==> config.mk <==
export PLATFORM = sky130hd
export DESIGN_NAME = dds_controller
export DESIGN_NICKNAME = d
export VERILOG_FILES = /design/src/hdl/dds_pkg.sv /design/src/hdl/dds_update_arbiter.sv /design/src/hdl/dds_serial_engine.sv /design/src/hdl/dds_controller.sv
export SDC_FILE = /design/constraint.sdc
export NUM_CORES = 1
export LEC_CHECK = 0
export ABC_AREA = 1
export BUFFER_PORTS_ARGS = -buffer_cell sky130_fd_sc_hd__buf_2
export CELL_PAD_IN_SITES_DETAIL_PLACEMENT = 0
export CELL_PAD_IN_SITES_GLOBAL_PLACEMENT = 1
export CORE_ASPECT_RATIO = 0.8
export CORE_MARGIN = 2
export CORE_UTILIZATION = 50
export CTS_CLUSTER_SIZE = 25
export DETAILED_ROUTE_END_ITERATION = 12
export GPL_TIMING_DRIVEN = 0
export PLACE_DENSITY = 0.88
export SLEW_MARGIN = 40
export SYNTH_ARGS = -nofsm -noshare
export SYNTH_HDL_FRONTEND = slang
export SYNTH_SLANG_ARGS = --single-unit
export TNS_END_PERCENT = 50
==> constraint.sdc <==
create_clock -name clk_in -period 7.2 [get_ports clk_in]
set_input_delay 1.44 -clock clk_in [delete_from_list [all_inputs] [get_ports clk_in]]
set_output_delay 1.44 -clock clk_in [all_outputs]
set_load 0.03 [all_outputs]
==> src/hdl/dds_pkg.sv <==
package dds_pkg;

	////////////////////////////////////////
	// value and instruction widths
	////////////////////////////////////////

	localparam int freq_w  = 48;  // frequency tuning word
	localparam int phase_w = 14;  // phase offset
	localparam int amp_w   = 10;  // amplitude scale factor
	localparam int instr_w = 64;  // longest instruction, short ones left-aligned
	localparam int len_w   = 7;   // holds a bit count up to 64
	localparam int hdr_w   = 16;  // instruction header width

	////////////////////////////////////////
	// instruction headers
	////////////////////////////////////////

	// write bit, byte count field, register address
	localparam logic [hdr_w-1:0] freq_hdr  = {1'b0, 2'b11, 13'h01ab};  // ftw, 6 bytes
	localparam logic [hdr_w-1:0] phase_hdr = {1'b0, 2'b01, 13'h01ad};  // phase, 2 bytes
	localparam logic [hdr_w-1:0] amp_hdr   = {1'b0, 2'b01, 13'h040c};  // dac fsc, 2 bytes

	// frame lengths in bits, header included
	localparam logic [len_w-1:0] freq_len  = 7'd64;
	localparam logic [len_w-1:0] phase_len = 7'd32;
	localparam logic [len_w-1:0] amp_len   = 7'd32;

	////////////////////////////////////////
	// channel codes
	////////////////////////////////////////

	typedef enum logic [1:0] {
		chan_freq  = 2'd0,  // highest priority
		chan_phase = 2'd1,
		chan_amp   = 2'd2   // lowest priority
	} chan_t;

endpackage

==> src/hdl/dds_update_arbiter.sv <==
`timescale 1ns/1ps

module dds_update_arbiter #(
	parameter int queue_depth = 2  // engine queue depth, starting credits
) (
	input  logic                         clk_in,
	input  logic                         reset_in,
	input  logic [dds_pkg::freq_w-1:0]   freq_data,
	input  logic                         freq_valid,
	input  logic [dds_pkg::phase_w-1:0]  phase_data,
	input  logic                         phase_valid,
	input  logic [dds_pkg::amp_w-1:0]    amp_data,
	input  logic                         amp_valid,
	input  logic                         credit_return,  // engine popped one instruction
	output logic                         instr_valid,
	output logic [dds_pkg::instr_w-1:0]  instr_data,
	output logic [dds_pkg::len_w-1:0]    instr_len
);

localparam int credit_w = $clog2(queue_depth + 1);  // counts 0..queue_depth

////////////////////////////////////////
// pending state
////////////////////////////////////////

logic [dds_pkg::freq_w-1:0]  freq_val;   // latest frequency word
logic [dds_pkg::phase_w-1:0] phase_val;  // latest phase offset
logic [dds_pkg::amp_w-1:0]   amp_val;    // latest amplitude
logic                        freq_pend;  // value not yet sent
logic                        phase_pend;
logic                        amp_pend;
logic [credit_w-1:0]         credits;    // free slots in engine queue
dds_pkg::chan_t              sel;        // channel picked this cycle
logic                        issue;      // instruction leaves this cycle

// newest value always wins
always_ff @(posedge clk_in) begin
	if (freq_valid) begin
		freq_val <= freq_data;
	end
	if (phase_valid) begin
		phase_val <= phase_data;
	end
	if (amp_valid) begin
		amp_val <= amp_data;
	end
end

// a strobe in the issue cycle re-arms the flag
always_ff @(posedge clk_in) begin
	if (reset_in) begin
		freq_pend  <= 1'b0;
		phase_pend <= 1'b0;
		amp_pend   <= 1'b0;
	end else begin
		if (freq_valid) begin
			freq_pend <= 1'b1;
		end else if (issue && sel == dds_pkg::chan_freq) begin
			freq_pend <= 1'b0;
		end
		if (phase_valid) begin
			phase_pend <= 1'b1;
		end else if (issue && sel == dds_pkg::chan_phase) begin
			phase_pend <= 1'b0;
		end
		if (amp_valid) begin
			amp_pend <= 1'b1;
		end else if (issue && sel == dds_pkg::chan_amp) begin
			amp_pend <= 1'b0;
		end
	end
end

////////////////////////////////////////
// priority pick and instruction build
////////////////////////////////////////

assign issue       = (credits != '0) && (freq_pend || phase_pend || amp_pend);
assign instr_valid = issue;  // one cycle per instruction

// fixed order freq > phase > amp
always_comb begin
	if (freq_pend) begin
		sel = dds_pkg::chan_freq;
	end else if (phase_pend) begin
		sel = dds_pkg::chan_phase;
	end else begin
		sel = dds_pkg::chan_amp;
	end
end

// header then zero-extended value, msb aligned
always_comb begin
	case (sel)
		dds_pkg::chan_freq: begin
			instr_data = {dds_pkg::freq_hdr, freq_val};  // fills all 64 bits
			instr_len  = dds_pkg::freq_len;
		end
		dds_pkg::chan_phase: begin
			instr_data = {dds_pkg::phase_hdr,
				(dds_pkg::phase_len - dds_pkg::hdr_w)'(phase_val),
				{(dds_pkg::instr_w - dds_pkg::phase_len){1'b0}}};
			instr_len  = dds_pkg::phase_len;
		end
		default: begin
			instr_data = {dds_pkg::amp_hdr,
				(dds_pkg::amp_len - dds_pkg::hdr_w)'(amp_val),
				{(dds_pkg::instr_w - dds_pkg::amp_len){1'b0}}};
			instr_len  = dds_pkg::amp_len;
		end
	endcase
end

////////////////////////////////////////
// credit counter
////////////////////////////////////////

always_ff @(posedge clk_in) begin
	if (reset_in) begin
		credits <= credit_w'(queue_depth);  // engine queue starts empty
	end else begin
		case ({issue, credit_return})
			2'b10:   credits <= credits - 1'b1;
			2'b01:   credits <= credits + 1'b1;
			default: credits <= credits;  // both or neither
		endcase
	end
end

// engine returns no more credits than it was given
a_credit_max: assert property (@(posedge clk_in) disable iff (reset_in)
	credits <= credit_w'(queue_depth));

endmodule

==> src/hdl/dds_serial_engine.sv <==
`timescale 1ns/1ps

module dds_serial_engine #(
	parameter int queue_depth  = 2,  // instruction slots
	parameter int setup_cycles = 2   // quiet clocks before io_update
) (
	input  logic                         clk_in,
	input  logic                         reset_in,
	input  logic                         instr_valid,    // push, never refused
	input  logic [dds_pkg::instr_w-1:0]  instr_data,
	input  logic [dds_pkg::len_w-1:0]    instr_len,
	output logic                         credit_return,  // one pulse per pop
	output logic                         dds_sclk,
	output logic                         dds_csb,
	output logic                         dds_sdio,
	output logic                         dds_io_update,
	output logic                         done
);

localparam int ptr_w  = (queue_depth > 1) ? $clog2(queue_depth) : 1;
localparam int cnt_w  = $clog2(queue_depth + 1);
localparam int wait_w = (setup_cycles > 1) ? $clog2(setup_cycles) : 1;

typedef enum logic [2:0] {
	st_idle,       // queue empty
	st_shift,      // csb low, bits going out
	st_setup,      // csb high, setup time
	st_io_update,  // latch into chip
	st_done        // report end of update
} state_t;

////////////////////////////////////////
// instruction queue
////////////////////////////////////////

logic [dds_pkg::instr_w-1:0] data_q [queue_depth];  // circular buffer
logic [dds_pkg::len_w-1:0]   len_q  [queue_depth];
logic [ptr_w-1:0]            wr_ptr;
logic [ptr_w-1:0]            rd_ptr;
logic [cnt_w-1:0]            count;      // occupied slots
logic                        push;
logic                        pop;        // frame starts next cycle
logic [dds_pkg::instr_w-1:0] head_data;  // next instruction to send
logic [dds_pkg::len_w-1:0]   head_len;
dds_pkg::chan_t              head_chan;  // channel decoded from header

state_t                      state;
logic [dds_pkg::instr_w-1:0] shift_reg;  // msb drives sdio
logic [dds_pkg::len_w-1:0]   bit_cnt;    // bits left in frame
logic                        sclk_phase; // 0 low half, 1 high half
logic [wait_w-1:0]           wait_cnt;

function automatic logic [ptr_w-1:0] ptr_next(input logic [ptr_w-1:0] p);
	ptr_next = (p == ptr_w'(queue_depth - 1)) ? '0 : p + 1'b1;  // wrap at depth
endfunction

assign push = instr_valid;
assign pop  = (state == st_idle || state == st_done) && (count != '0 || push);

// empty queue hands the incoming word straight through
assign head_data = (count == '0) ? instr_data : data_q[rd_ptr];
assign head_len  = (count == '0) ? instr_len : len_q[rd_ptr];

always_ff @(posedge clk_in) begin
	if (push) begin
		data_q[wr_ptr] <= instr_data;
		len_q[wr_ptr]  <= instr_len;
	end
end

always_ff @(posedge clk_in) begin
	if (reset_in) begin
		wr_ptr <= '0;
		rd_ptr <= '0;
		count  <= '0;
	end else begin
		if (push) begin
			wr_ptr <= ptr_next(wr_ptr);
		end
		if (pop) begin
			rd_ptr <= ptr_next(rd_ptr);
		end
		case ({push, pop})
			2'b10:   count <= count + 1'b1;
			2'b01:   count <= count - 1'b1;
			default: count <= count;  // bypass or nothing
		endcase
	end
end

////////////////////////////////////////
// frame state machine
////////////////////////////////////////

always_ff @(posedge clk_in) begin
	if (reset_in) begin
		state         <= st_idle;
		credit_return <= 1'b0;
		bit_cnt       <= '0;
		sclk_phase    <= 1'b0;
		wait_cnt      <= '0;
	end else begin
		credit_return <= pop;  // slot freed in the first frame clock
		case (state)
			st_idle, st_done: begin
				if (pop) begin
					state      <= st_shift;
					bit_cnt    <= head_len;
					sclk_phase <= 1'b0;
				end else begin
					state <= st_idle;
				end
			end
			st_shift: begin
				sclk_phase <= ~sclk_phase;
				if (sclk_phase) begin  // end of bit period
					bit_cnt <= bit_cnt - 1'b1;
					if (bit_cnt == dds_pkg::len_w'(1)) begin
						state    <= st_setup;
						wait_cnt <= '0;
					end
				end
			end
			st_setup: begin
				if (wait_cnt == wait_w'(setup_cycles - 1)) begin
					state <= st_io_update;
				end else begin
					wait_cnt <= wait_cnt + 1'b1;
				end
			end
			st_io_update: state <= st_done;
			default:      state <= st_idle;
		endcase
	end
end

// load on pop, shift after the high half
always_ff @(posedge clk_in) begin
	if (pop) begin
		shift_reg <= head_data;
	end else if (state == st_shift && sclk_phase) begin
		shift_reg <= shift_reg << 1;
	end
end

assign dds_csb       = (state != st_shift);
assign dds_sclk      = (state == st_shift) && sclk_phase;  // rises mid bit
assign dds_sdio      = (state == st_shift) && shift_reg[dds_pkg::instr_w-1];
assign dds_io_update = (state == st_io_update);
assign done          = (state == st_done);

////////////////////////////////////////
// checks
////////////////////////////////////////

always_comb begin
	case (head_data[dds_pkg::instr_w-1 -: dds_pkg::hdr_w])
		dds_pkg::freq_hdr:  head_chan = dds_pkg::chan_freq;
		dds_pkg::phase_hdr: head_chan = dds_pkg::chan_phase;
		default:            head_chan = dds_pkg::chan_amp;
	endcase
end

// credits upstream keep the queue from overflowing
a_no_overflow: assert property (@(posedge clk_in) disable iff (reset_in)
	push |-> count < cnt_w'(queue_depth));

// length from the arbiter agrees with the header it built
a_frame_len: assert property (@(posedge clk_in) disable iff (reset_in)
	pop |-> head_len == ((head_chan == dds_pkg::chan_freq)  ? dds_pkg::freq_len :
	                     (head_chan == dds_pkg::chan_phase) ? dds_pkg::phase_len :
	                                                          dds_pkg::amp_len));

endmodule

==> src/hdl/dds_controller.sv <==
`timescale 1ns/1ps

module dds_controller #(
	parameter int queue_depth  = 2,  // power of two, 1 or more
	parameter int setup_cycles = 2   // clocks from csb high to io_update
) (
	input  logic                         clk_in,
	input  logic                         reset_in,
	input  logic [dds_pkg::freq_w-1:0]   freq_data,
	input  logic                         freq_valid,
	input  logic [dds_pkg::phase_w-1:0]  phase_data,
	input  logic                         phase_valid,
	input  logic [dds_pkg::amp_w-1:0]    amp_data,
	input  logic                         amp_valid,
	output logic                         dds_sclk,       // half system clock rate
	output logic                         dds_csb,
	output logic                         dds_sdio,       // msb first
	output logic                         dds_io_update,
	output logic                         dds_reset,
	output logic                         done            // one pulse per update
);

////////////////////////////////////////
// arbiter to engine link
////////////////////////////////////////

logic                        instr_valid;    // costs one credit
logic [dds_pkg::instr_w-1:0] instr_data;     // left-aligned instruction
logic [dds_pkg::len_w-1:0]   instr_len;      // 64 or 32
logic                        credit_return;  // queue slot freed

assign dds_reset = reset_in;  // chip reset tracks system reset

dds_update_arbiter #(
	.queue_depth   (queue_depth)
) i_arbiter (
	.clk_in        (clk_in),
	.reset_in      (reset_in),
	.freq_data     (freq_data),
	.freq_valid    (freq_valid),
	.phase_data    (phase_data),
	.phase_valid   (phase_valid),
	.amp_data      (amp_data),
	.amp_valid     (amp_valid),
	.credit_return (credit_return),
	.instr_valid   (instr_valid),
	.instr_data    (instr_data),
	.instr_len     (instr_len)
);

dds_serial_engine #(
	.queue_depth   (queue_depth),
	.setup_cycles  (setup_cycles)
) i_engine (
	.clk_in        (clk_in),
	.reset_in      (reset_in),
	.instr_valid   (instr_valid),
	.instr_data    (instr_data),
	.instr_len     (instr_len),
	.credit_return (credit_return),
	.dds_sclk      (dds_sclk),
	.dds_csb       (dds_csb),
	.dds_sdio      (dds_sdio),
	.dds_io_update (dds_io_update),
	.done          (done)
);

endmodule

==> results of run 1 <==
## worst register-to-register path, cell delays in order, from the launching register on
cell and delay [ps]:
sky130_fd_sc_hd__dfxtp_1 310, sky130_fd_sc_hd__buf_6 140, sky130_fd_sc_hd__nor2_4 190, sky130_fd_sc_hd__nand2_4 80
sky130_fd_sc_hd__nand2_4 130, sky130_fd_sc_hd__nand2_4 60, sky130_fd_sc_hd__nand2_4 190, sky130_fd_sc_hd__inv_4 120
sky130_fd_sc_hd__buf_6 170, sky130_fd_sc_hd__ha_1 310, sky130_fd_sc_hd__a21oi_1 120, sky130_fd_sc_hd__o21ai_0 110
sky130_fd_sc_hd__o21ai_0 150, sky130_fd_sc_hd__a21oi_1 50
## Yosys cell counts (2+ instances only)
cell type,count
sky130_fd_sc_hd__nand2_1,257
sky130_fd_sc_hd__edfxtp_1,244
sky130_fd_sc_hd__nor2_1,81
sky130_fd_sc_hd__o21ai_0,59
sky130_fd_sc_hd__inv_1,56
sky130_fd_sc_hd__a21oi_1,41
sky130_fd_sc_hd__o22ai_1,34
sky130_fd_sc_hd__nand3_1,27
sky130_fd_sc_hd__dfxtp_1,23
sky130_fd_sc_hd__clkbuf_1,19
sky130_fd_sc_hd__buf_2,18
sky130_fd_sc_hd__inv_2,8
sky130_fd_sc_hd__nor3_1,6
sky130_fd_sc_hd__buf_4,5
sky130_fd_sc_hd__ha_1,4
sky130_fd_sc_hd__nand2_4,4
sky130_fd_sc_hd__or2_1,3
sky130_fd_sc_hd__buf_6,2
sky130_fd_sc_hd__nand4_1,2
sky130_fd_sc_hd__o21ai_1,2
sky130_fd_sc_hd__or2_2,2
sky130_fd_sc_hd__xor2_1,2
## path summary, 6_finish.rpt
check                                        end                              from  slack [ps]  cells after the start
setup / recovery                       dds_reset                          reset_in        3870                      3
hold / removal    i_engine.state[2]$_SDFFE_PP0P_    i_engine.state[2]$_SDFFE_PP0P_         480                      1
setup reg to reg  i_engine.count[1]$_SDFFE_PP0P_  i_arbiter.freq_pend$_SDFFE_PP0P_        4960                     13
hold reg to reg   i_engine.state[2]$_SDFFE_PP0P_    i_engine.state[2]$_SDFFE_PP0P_         480                      1
## power breakdown
group	internal, µW	switching [µW]
combinational	459	1000
clock	753	564
sequential	2270	115
## cells by family (layout without fill, tap and decap cells)
family,Yosys count,in the layout,synth area share [%]
simple gates,387,387,14.7
fa+ha+maj,4,4,0.469
buf+inv,112,247,4.60
flops,267,267,73.0
xor+xnor,3,3,0.246
compound gates,139,139,6.99
## metrics by stage
stage	instances	hold WS, ps	power, µW	setup slack [ps]	cell area, µm²
CTS	1316	480	5190	3870	12400
global placement	1263	456	3780	2230	11400
floorplan	912	438	3380	3810	10700
detailed placement	1269	470	3870	3870	11600
global route	1316	501	5470	3770	12400
finish	1316	476	5160	3870	12400
## cell usage in the layout, fill, tap and decap left out, drive strengths merged, types with 6 or more instances in the layout
cell,n
o22ai,34
nand2,262
nor3,6
a21oi,41
nor2,82
o21ai,61
nand3,28
inv,65
edfxtp,244
clkbuf,49
clkinv,14
dfxtp,23
buf,115
## routing by layer
metal  vias to the layer above  global-route usage [%]  wire [µm]
met5                         -                       0          0
met4                         0                    3.86        312
met3                        24                    2.78       1240
met2                       207                    32.1       9960
met1                      3311                    27.5       9740
li1                       3372                       -          -
## layout make-up
type | count | area (µm²) | area share, %
flip-flops and latches | 267 | 7790 | 62.7
multi-input cells | 533 | 2420 | 19.5
clock buffers | 30 | 686 | 5.52
repair buffers | 88 | 553 | 4.45
well taps | 269 | 337 | 2.71
inverters | 66 | 250 | 2.01
plain buffers | 46 | 240 | 1.93
clock inverters | 17 | 145 | 1.17
==> impl_summary.log, run 1 <==
[metrics] die extent in x: 167 µm
[metrics] die outline area: ~23,000 µm²
[metrics] share of the core filled with cells in the final layout: around 60%
[metrics] Syn-to-layout area delta: 16.4%
[metrics] crit-path most repeated cell: sky130_fd_sc_hd__buf_2
[metrics] RSZ-0062 raised after global routing: no
[metrics] fin crit share: between 40% and 50%
[metrics] # fillers: roughly 1,700
[metrics] detailed-route DRC error count: 2
[metrics] most instantiated flip-flop cell in the synthesis netlist: sky130_fd_sc_hd__edfxtp_1
[metrics] number of distinct library cells after synthesis: 35
[metrics] I/O pin total: 83
[metrics] setup repair bufs after CTS: 0
[metrics] cell types with the largest area share after synthesis: sky130_fd_sc_hd__edfxtp_1, sky130_fd_sc_hd__nand2_1, sky130_fd_sc_hd__dfxtp_1
[metrics] sequential fraction of the synthesis area: between 70% and 80%
[metrics] biggest area consumer among synthesized cells: sky130_fd_sc_hd__edfxtp_1
[metrics] number of levels in the clock H-tree: 1
[metrics] final number of max-transition violations: 0
[metrics] number of inserted diodes: 0
[metrics] root buf cell: sky130_fd_sc_hd__clkbuf_16
[metrics] Tmin final: about 3300 ps
[metrics] share of layout cells above drive strength 1: 16.6%
[metrics] starting utilization of the core area: 51.3%
[metrics] number of buffers on the longest clock path: 3
[metrics] worst clock skew: 28.1 ps
[metrics] arrival time at the worst endpoint: around 1900 ps
[metrics] Post-CTS Hold Buffers: 0
[metrics] height of the die: approximately 130 µm
[metrics] cts repair resizes: 0
[metrics] number of hold-slack violations in the final timing report: 0
[metrics] number of global-route vias before repair: between 6,000 and 7,000
[metrics] vias after detailed routing: between 6,000 and 7,000
[metrics] Num CTS Buffers: 26
[metrics] max-capacitance violation count: 0
[metrics] DP Wirelength: approximately 14,000 µm
[metrics] TritonCTS clock tree: yes
[metrics] transition time of the tightest slew-check pin: 772 ps
[metrics] cell area after synthesis: 10,700 µm²
[metrics] area fraction of the dominant cell type after synthesis: approximately two thirds
[metrics] Final ANT Viol Nets: 0
[metrics] global-route congestion overflow total: 0
[metrics] Layout Nets: 1,109
[metrics] crit-path leading delay family: buffers and inverters
[metrics] status: finished with violations
[metrics] share of flip-flops with an asynchronous set or reset: 0%
[metrics] Setup Total Neg Slack: 0 ps
[metrics] clock edge transition at the registers on the reported setup and hold paths: about 60 ps
[metrics] launching element type of the critical path: input pin
[metrics] clock latency of the later-clocked register in the worst-skew pair: approximately 540 ps
[metrics] Warnings, synthesis: 0
[metrics] worst endpoint required time: 5760 ps
[metrics] clk sink count: about 270
[metrics] routability-driven placement congestion ratio: 0.770
[metrics] static power due to leakage: a little over 0.005 µW
[metrics] Port Buffers: 82
[metrics] endpoint type of the worst setup path: output pin
[metrics] pin count of the biggest net entering global routing: 69
[metrics] maximum frequency from static timing analysis: 301 MHz
[metrics] count of flip-flops with a built-in enable after synthesis: between 200 and 250
[metrics] power density of the placed cells: 416 nW/µm²
[metrics] post-synthesis instance total: a little over 900
[metrics] number of flip-flops under the largest register name: ~100
[metrics] initial DRC count: about 600
[metrics] Cell Rows: 47
[metrics] violations in the final reports: design-rule violations
[metrics] core region area: roughly 21,000 µm²
[metrics] wire length reported by the detailed router: 21,300 µm
[metrics] antenna violations before repair: 0
[metrics] wire length of the first global-routing pass: around 34,000 µm
[metrics] number of detailed-routing iterations run before antenna repair: 9
[metrics] Crit path largest cell delay: 180 ps
[metrics] count of state elements after synthesis: around 270
[metrics] peak ir drop on the vdd network: 0.210 mV
[metrics] post-DR wirelength/cell: 16.1 µm
[metrics] Hold Path Class: reg2reg
[metrics] synthesized area divided by synthesized cell count: 11.7 µm²
[metrics] combined global-route utilization of all metal layers: approximately 19%
[metrics] post-synth net total: just under 1,000
[metrics] number of endpoints failing setup at the final stage: 0
[metrics] Worst Path Buf+Inv: 3
[metrics] Max transition margin: between 40% and 50%
[metrics] post-DR vias/cell: 5.25
[metrics] CP max FO: 7
[metrics] sequence of cells on the critical path: buf_2 > buf_4 > buf_2
[metrics] slowest library cell on the worst path: sky130_fd_sc_hd__buf_2
[metrics] type of the setup path with the least slack: in2out
No activity file was read; power rests on OpenSTA's default activity.
==> run 2: changes to the inputs <==
Settings changed: CORE_UTILIZATION 50 to 43, PLACE_DENSITY 0.88 to 0.81.
Clock period 7.2 ns to 3 ns, I/O delays scaled along.
==> impl_summary.log, run 2 (synthesized netlist as in run 1, its figures left out) <==
[metrics] status: finished, final reports clean
[metrics] detailed-route DRC error count: 0
[metrics] fin crit share: 83.0%
[metrics] worst endpoint required time: 2400 ps
[metrics] wire length reported by the detailed router: 21,300 µm
[metrics] cts repair resizes: 0
[metrics] initial DRC count: just under 600
[metrics] number of buffers on the longest clock path: 3
[metrics] maximum frequency from static timing analysis: about 400 MHz
[metrics] transition time of the tightest slew-check pin: about 770 ps
[metrics] die extent in x: ~180 µm
[metrics] starting utilization of the core area: 43.8%
[metrics] sequence of cells on the critical path: inv_2 > nand3_4 > inv_2 > nand2_1 > inv_1 > buf_2
[metrics] number of levels in the clock H-tree: 1
[metrics] Final ANT Viol Nets: 0
[metrics] RSZ-0062 raised after global routing: no
[metrics] antenna violations before repair: 0
[metrics] clock edge transition at the registers on the reported setup and hold paths: ~60 ps
[metrics] peak ir drop on the vdd network: between 0.4 and 0.5 mV
[metrics] clk sink count: approximately 270
[metrics] CP max FO: 10
[metrics] Area after DPL: ~12,000 µm²
[metrics] DP Wirelength: 13,800 µm
[metrics] post-DR vias/cell: approximately 5
[metrics] final number of max-transition violations: 0
[metrics] max-capacitance violation count: 0
[metrics] number of cells on the worst reg-to-reg path: 13
[metrics] Inst Count DP: roughly 1,300
[metrics] Design Power: between 10,000 and 15,000 µW
[metrics] Tmin final: between 2000 and 2500 ps
[metrics] post-DR wirelength/cell: about 16 µm
[metrics] share of layout cells above drive strength 1: between 10% and 20%
[metrics] Post-CTS Hold Buffers: 0
[metrics] reg-to-reg endpoint: i_engine.count[1]$_SDFFE_PP0P_
[metrics] pin count of the biggest net entering global routing: just under 70
[metrics] crit-path most repeated cell: sky130_fd_sc_hd__inv_2
[metrics] number of inserted diodes: 0
[metrics] number of detailed-routing iterations run before antenna repair: 5
[metrics] die outline area: 26,100 µm²
[metrics] Num CTS Buffers: 27
[metrics] routability-driven placement congestion ratio: ~0.77
[metrics] number of stages on the worst hold path: 1
[metrics] Port Buffers: around 80
[metrics] Cell Count, Final, Fillers Out: roughly 1,400
[metrics] slowest library cell on the worst path: sky130_fd_sc_hd__dfxtp_1
[metrics] root buf cell: sky130_fd_sc_hd__clkbuf_16
[metrics] Crit path largest cell delay: around 330 ps
[metrics] most used cells in the layout excluding fill and tap cells: sky130_fd_sc_hd__nand2_1, sky130_fd_sc_hd__edfxtp_1, sky130_fd_sc_hd__buf_2
[metrics] Syn-to-layout area delta: 17.4%
[metrics] crit-path leading delay family: buffers and inverters
[metrics] Hold Path Class: in2reg
[metrics] core region area: roughly 24,000 µm²
[metrics] commonest non-fill, non-tap cell in the layout: sky130_fd_sc_hd__nand2_1
[metrics] number of global-route vias before repair: between 6,000 and 7,000
[metrics] worst clock skew: between 6 and 7 ps
[metrics] Min-Delay Endpoint: i_arbiter.freq_val[24]$_DFFE_PP_
[metrics] wire length of the first global-routing pass: ~34,000 µm
[metrics] height of the die: roughly 140 µm
[metrics] clock latency of the later-clocked register in the worst-skew pair: 520 ps
[metrics] setup repair bufs after CTS: 0
[metrics] type of the setup path with the least slack: reg2out
[metrics] Cell Rows: roughly 50
[metrics] power density of the placed cells: 1000 nW/µm²
[metrics] arrival time at the worst endpoint: ~1900 ps
[metrics] Worst Path Buf+Inv: 4
[metrics] I/O pin total: 83
[metrics] number of hold-slack violations in the final timing report: 0
[metrics] Max transition margin: between 40% and 50%
[metrics] endpoint type of the worst setup path: output pin
[metrics] total non-filler cell area in the finished layout: between 10,000 and 15,000 µm²
[metrics] vias after detailed routing: slightly below 7,000
[metrics] Layout Nets: between 1,000 and 1,500
[metrics] worst setup slack for register-to-register paths: around 740 ps
[metrics] global-route congestion overflow total: 0
[metrics] launching element type of the critical path: flip-flop
[metrics] launch instance of the worst register-to-register path: i_arbiter.freq_pend$_SDFFE_PP0P_
[metrics] Final Hold Slack: 247 ps
[metrics] number of flip-flops under the largest register name: 104
[metrics] number of endpoints failing setup at the final stage: 0
[metrics] static power due to leakage: approximately 0.0051 µW
[metrics] worst setup path startpoint: i_engine.state[2]$_SDFFE_PP0P_
[metrics] TritonCTS clock tree: yes
[metrics] combined global-route utilization of all metal layers: between 10% and 20%
[metrics] origin of the worst min-delay path: freq_data[24]
## run 2: cell count changes in the layout (fill, tap and decap cells not counted), sizes merged
cell,previous run,this run
bufinv,2,3
clkbuf,49,57
clkinv,14,9
clkinvlp,2,0
## run 2: where the power goes
group	internal (µW)	switching, µW	leakage (µW)
sequential	5450	278	0.00258
clock	1980	1330	0.000433
combinational	1110	2400	0.00209
## run 2: through the flow
stage / setup WS [ps] / TNS (ps) / utilization [%]
detailed placement: 736 / 0 / 47.8
floorplan: -362 / -19550 / -
finish: 510 / 0 / 51.4
CTS: 491 / 0 / 51.4
global route: 400 / 0 / 51.4
global placement: -2070 / -140570 / 47.1
## run 2: layer usage
metal	routed length [µm]	vias to the layer above	global-route usage, %
met5	0	-	0
li1	-	3375	-
met3	1100	33	2.56
met4	450	0	3.75
met1	10100	3199	23.5
met2	9680	181	25.9
## run 2: final cells by class
type | count | area (µm²)
clock buffers | 38 | 747
flip-flops and latches | 267 | 7790
well taps | 318 | 398
clock inverters | 11 | 128
plain buffers | 46 | 240
multi-input cells | 533 | 2420
fillers | 2113 | 11900
inverters | 66 | 250
repair buffers | 88 | 553
## run 2: worst reg2reg max path: cells and delay by family, from the launching register on
| family | cells | cell delay (ps) |
|---|---|---|
| buffers and inverters | 3 | 430 |
| and+or+nand+nor | 5 | 660 |
| adders and majority gates | 1 | 310 |
| DFF | 1 | 300 |
| AOI/OAI and AO/OA | 4 | 450 |
## run 2: worst max-delay path by stage
stage,endpoint,cells past startpoint
after detailed placement,i_engine.count[1]$_SDFFE_PP0P_,13
after CTS,dds_sclk,6
final,dds_sclk,6
after global routing,dds_sclk,5
after global placement,i_engine.data_q[0][8]$_DFFE_PP_,3
after floorplan,i_engine.data_q[0][0]$_DFFE_PP_,3
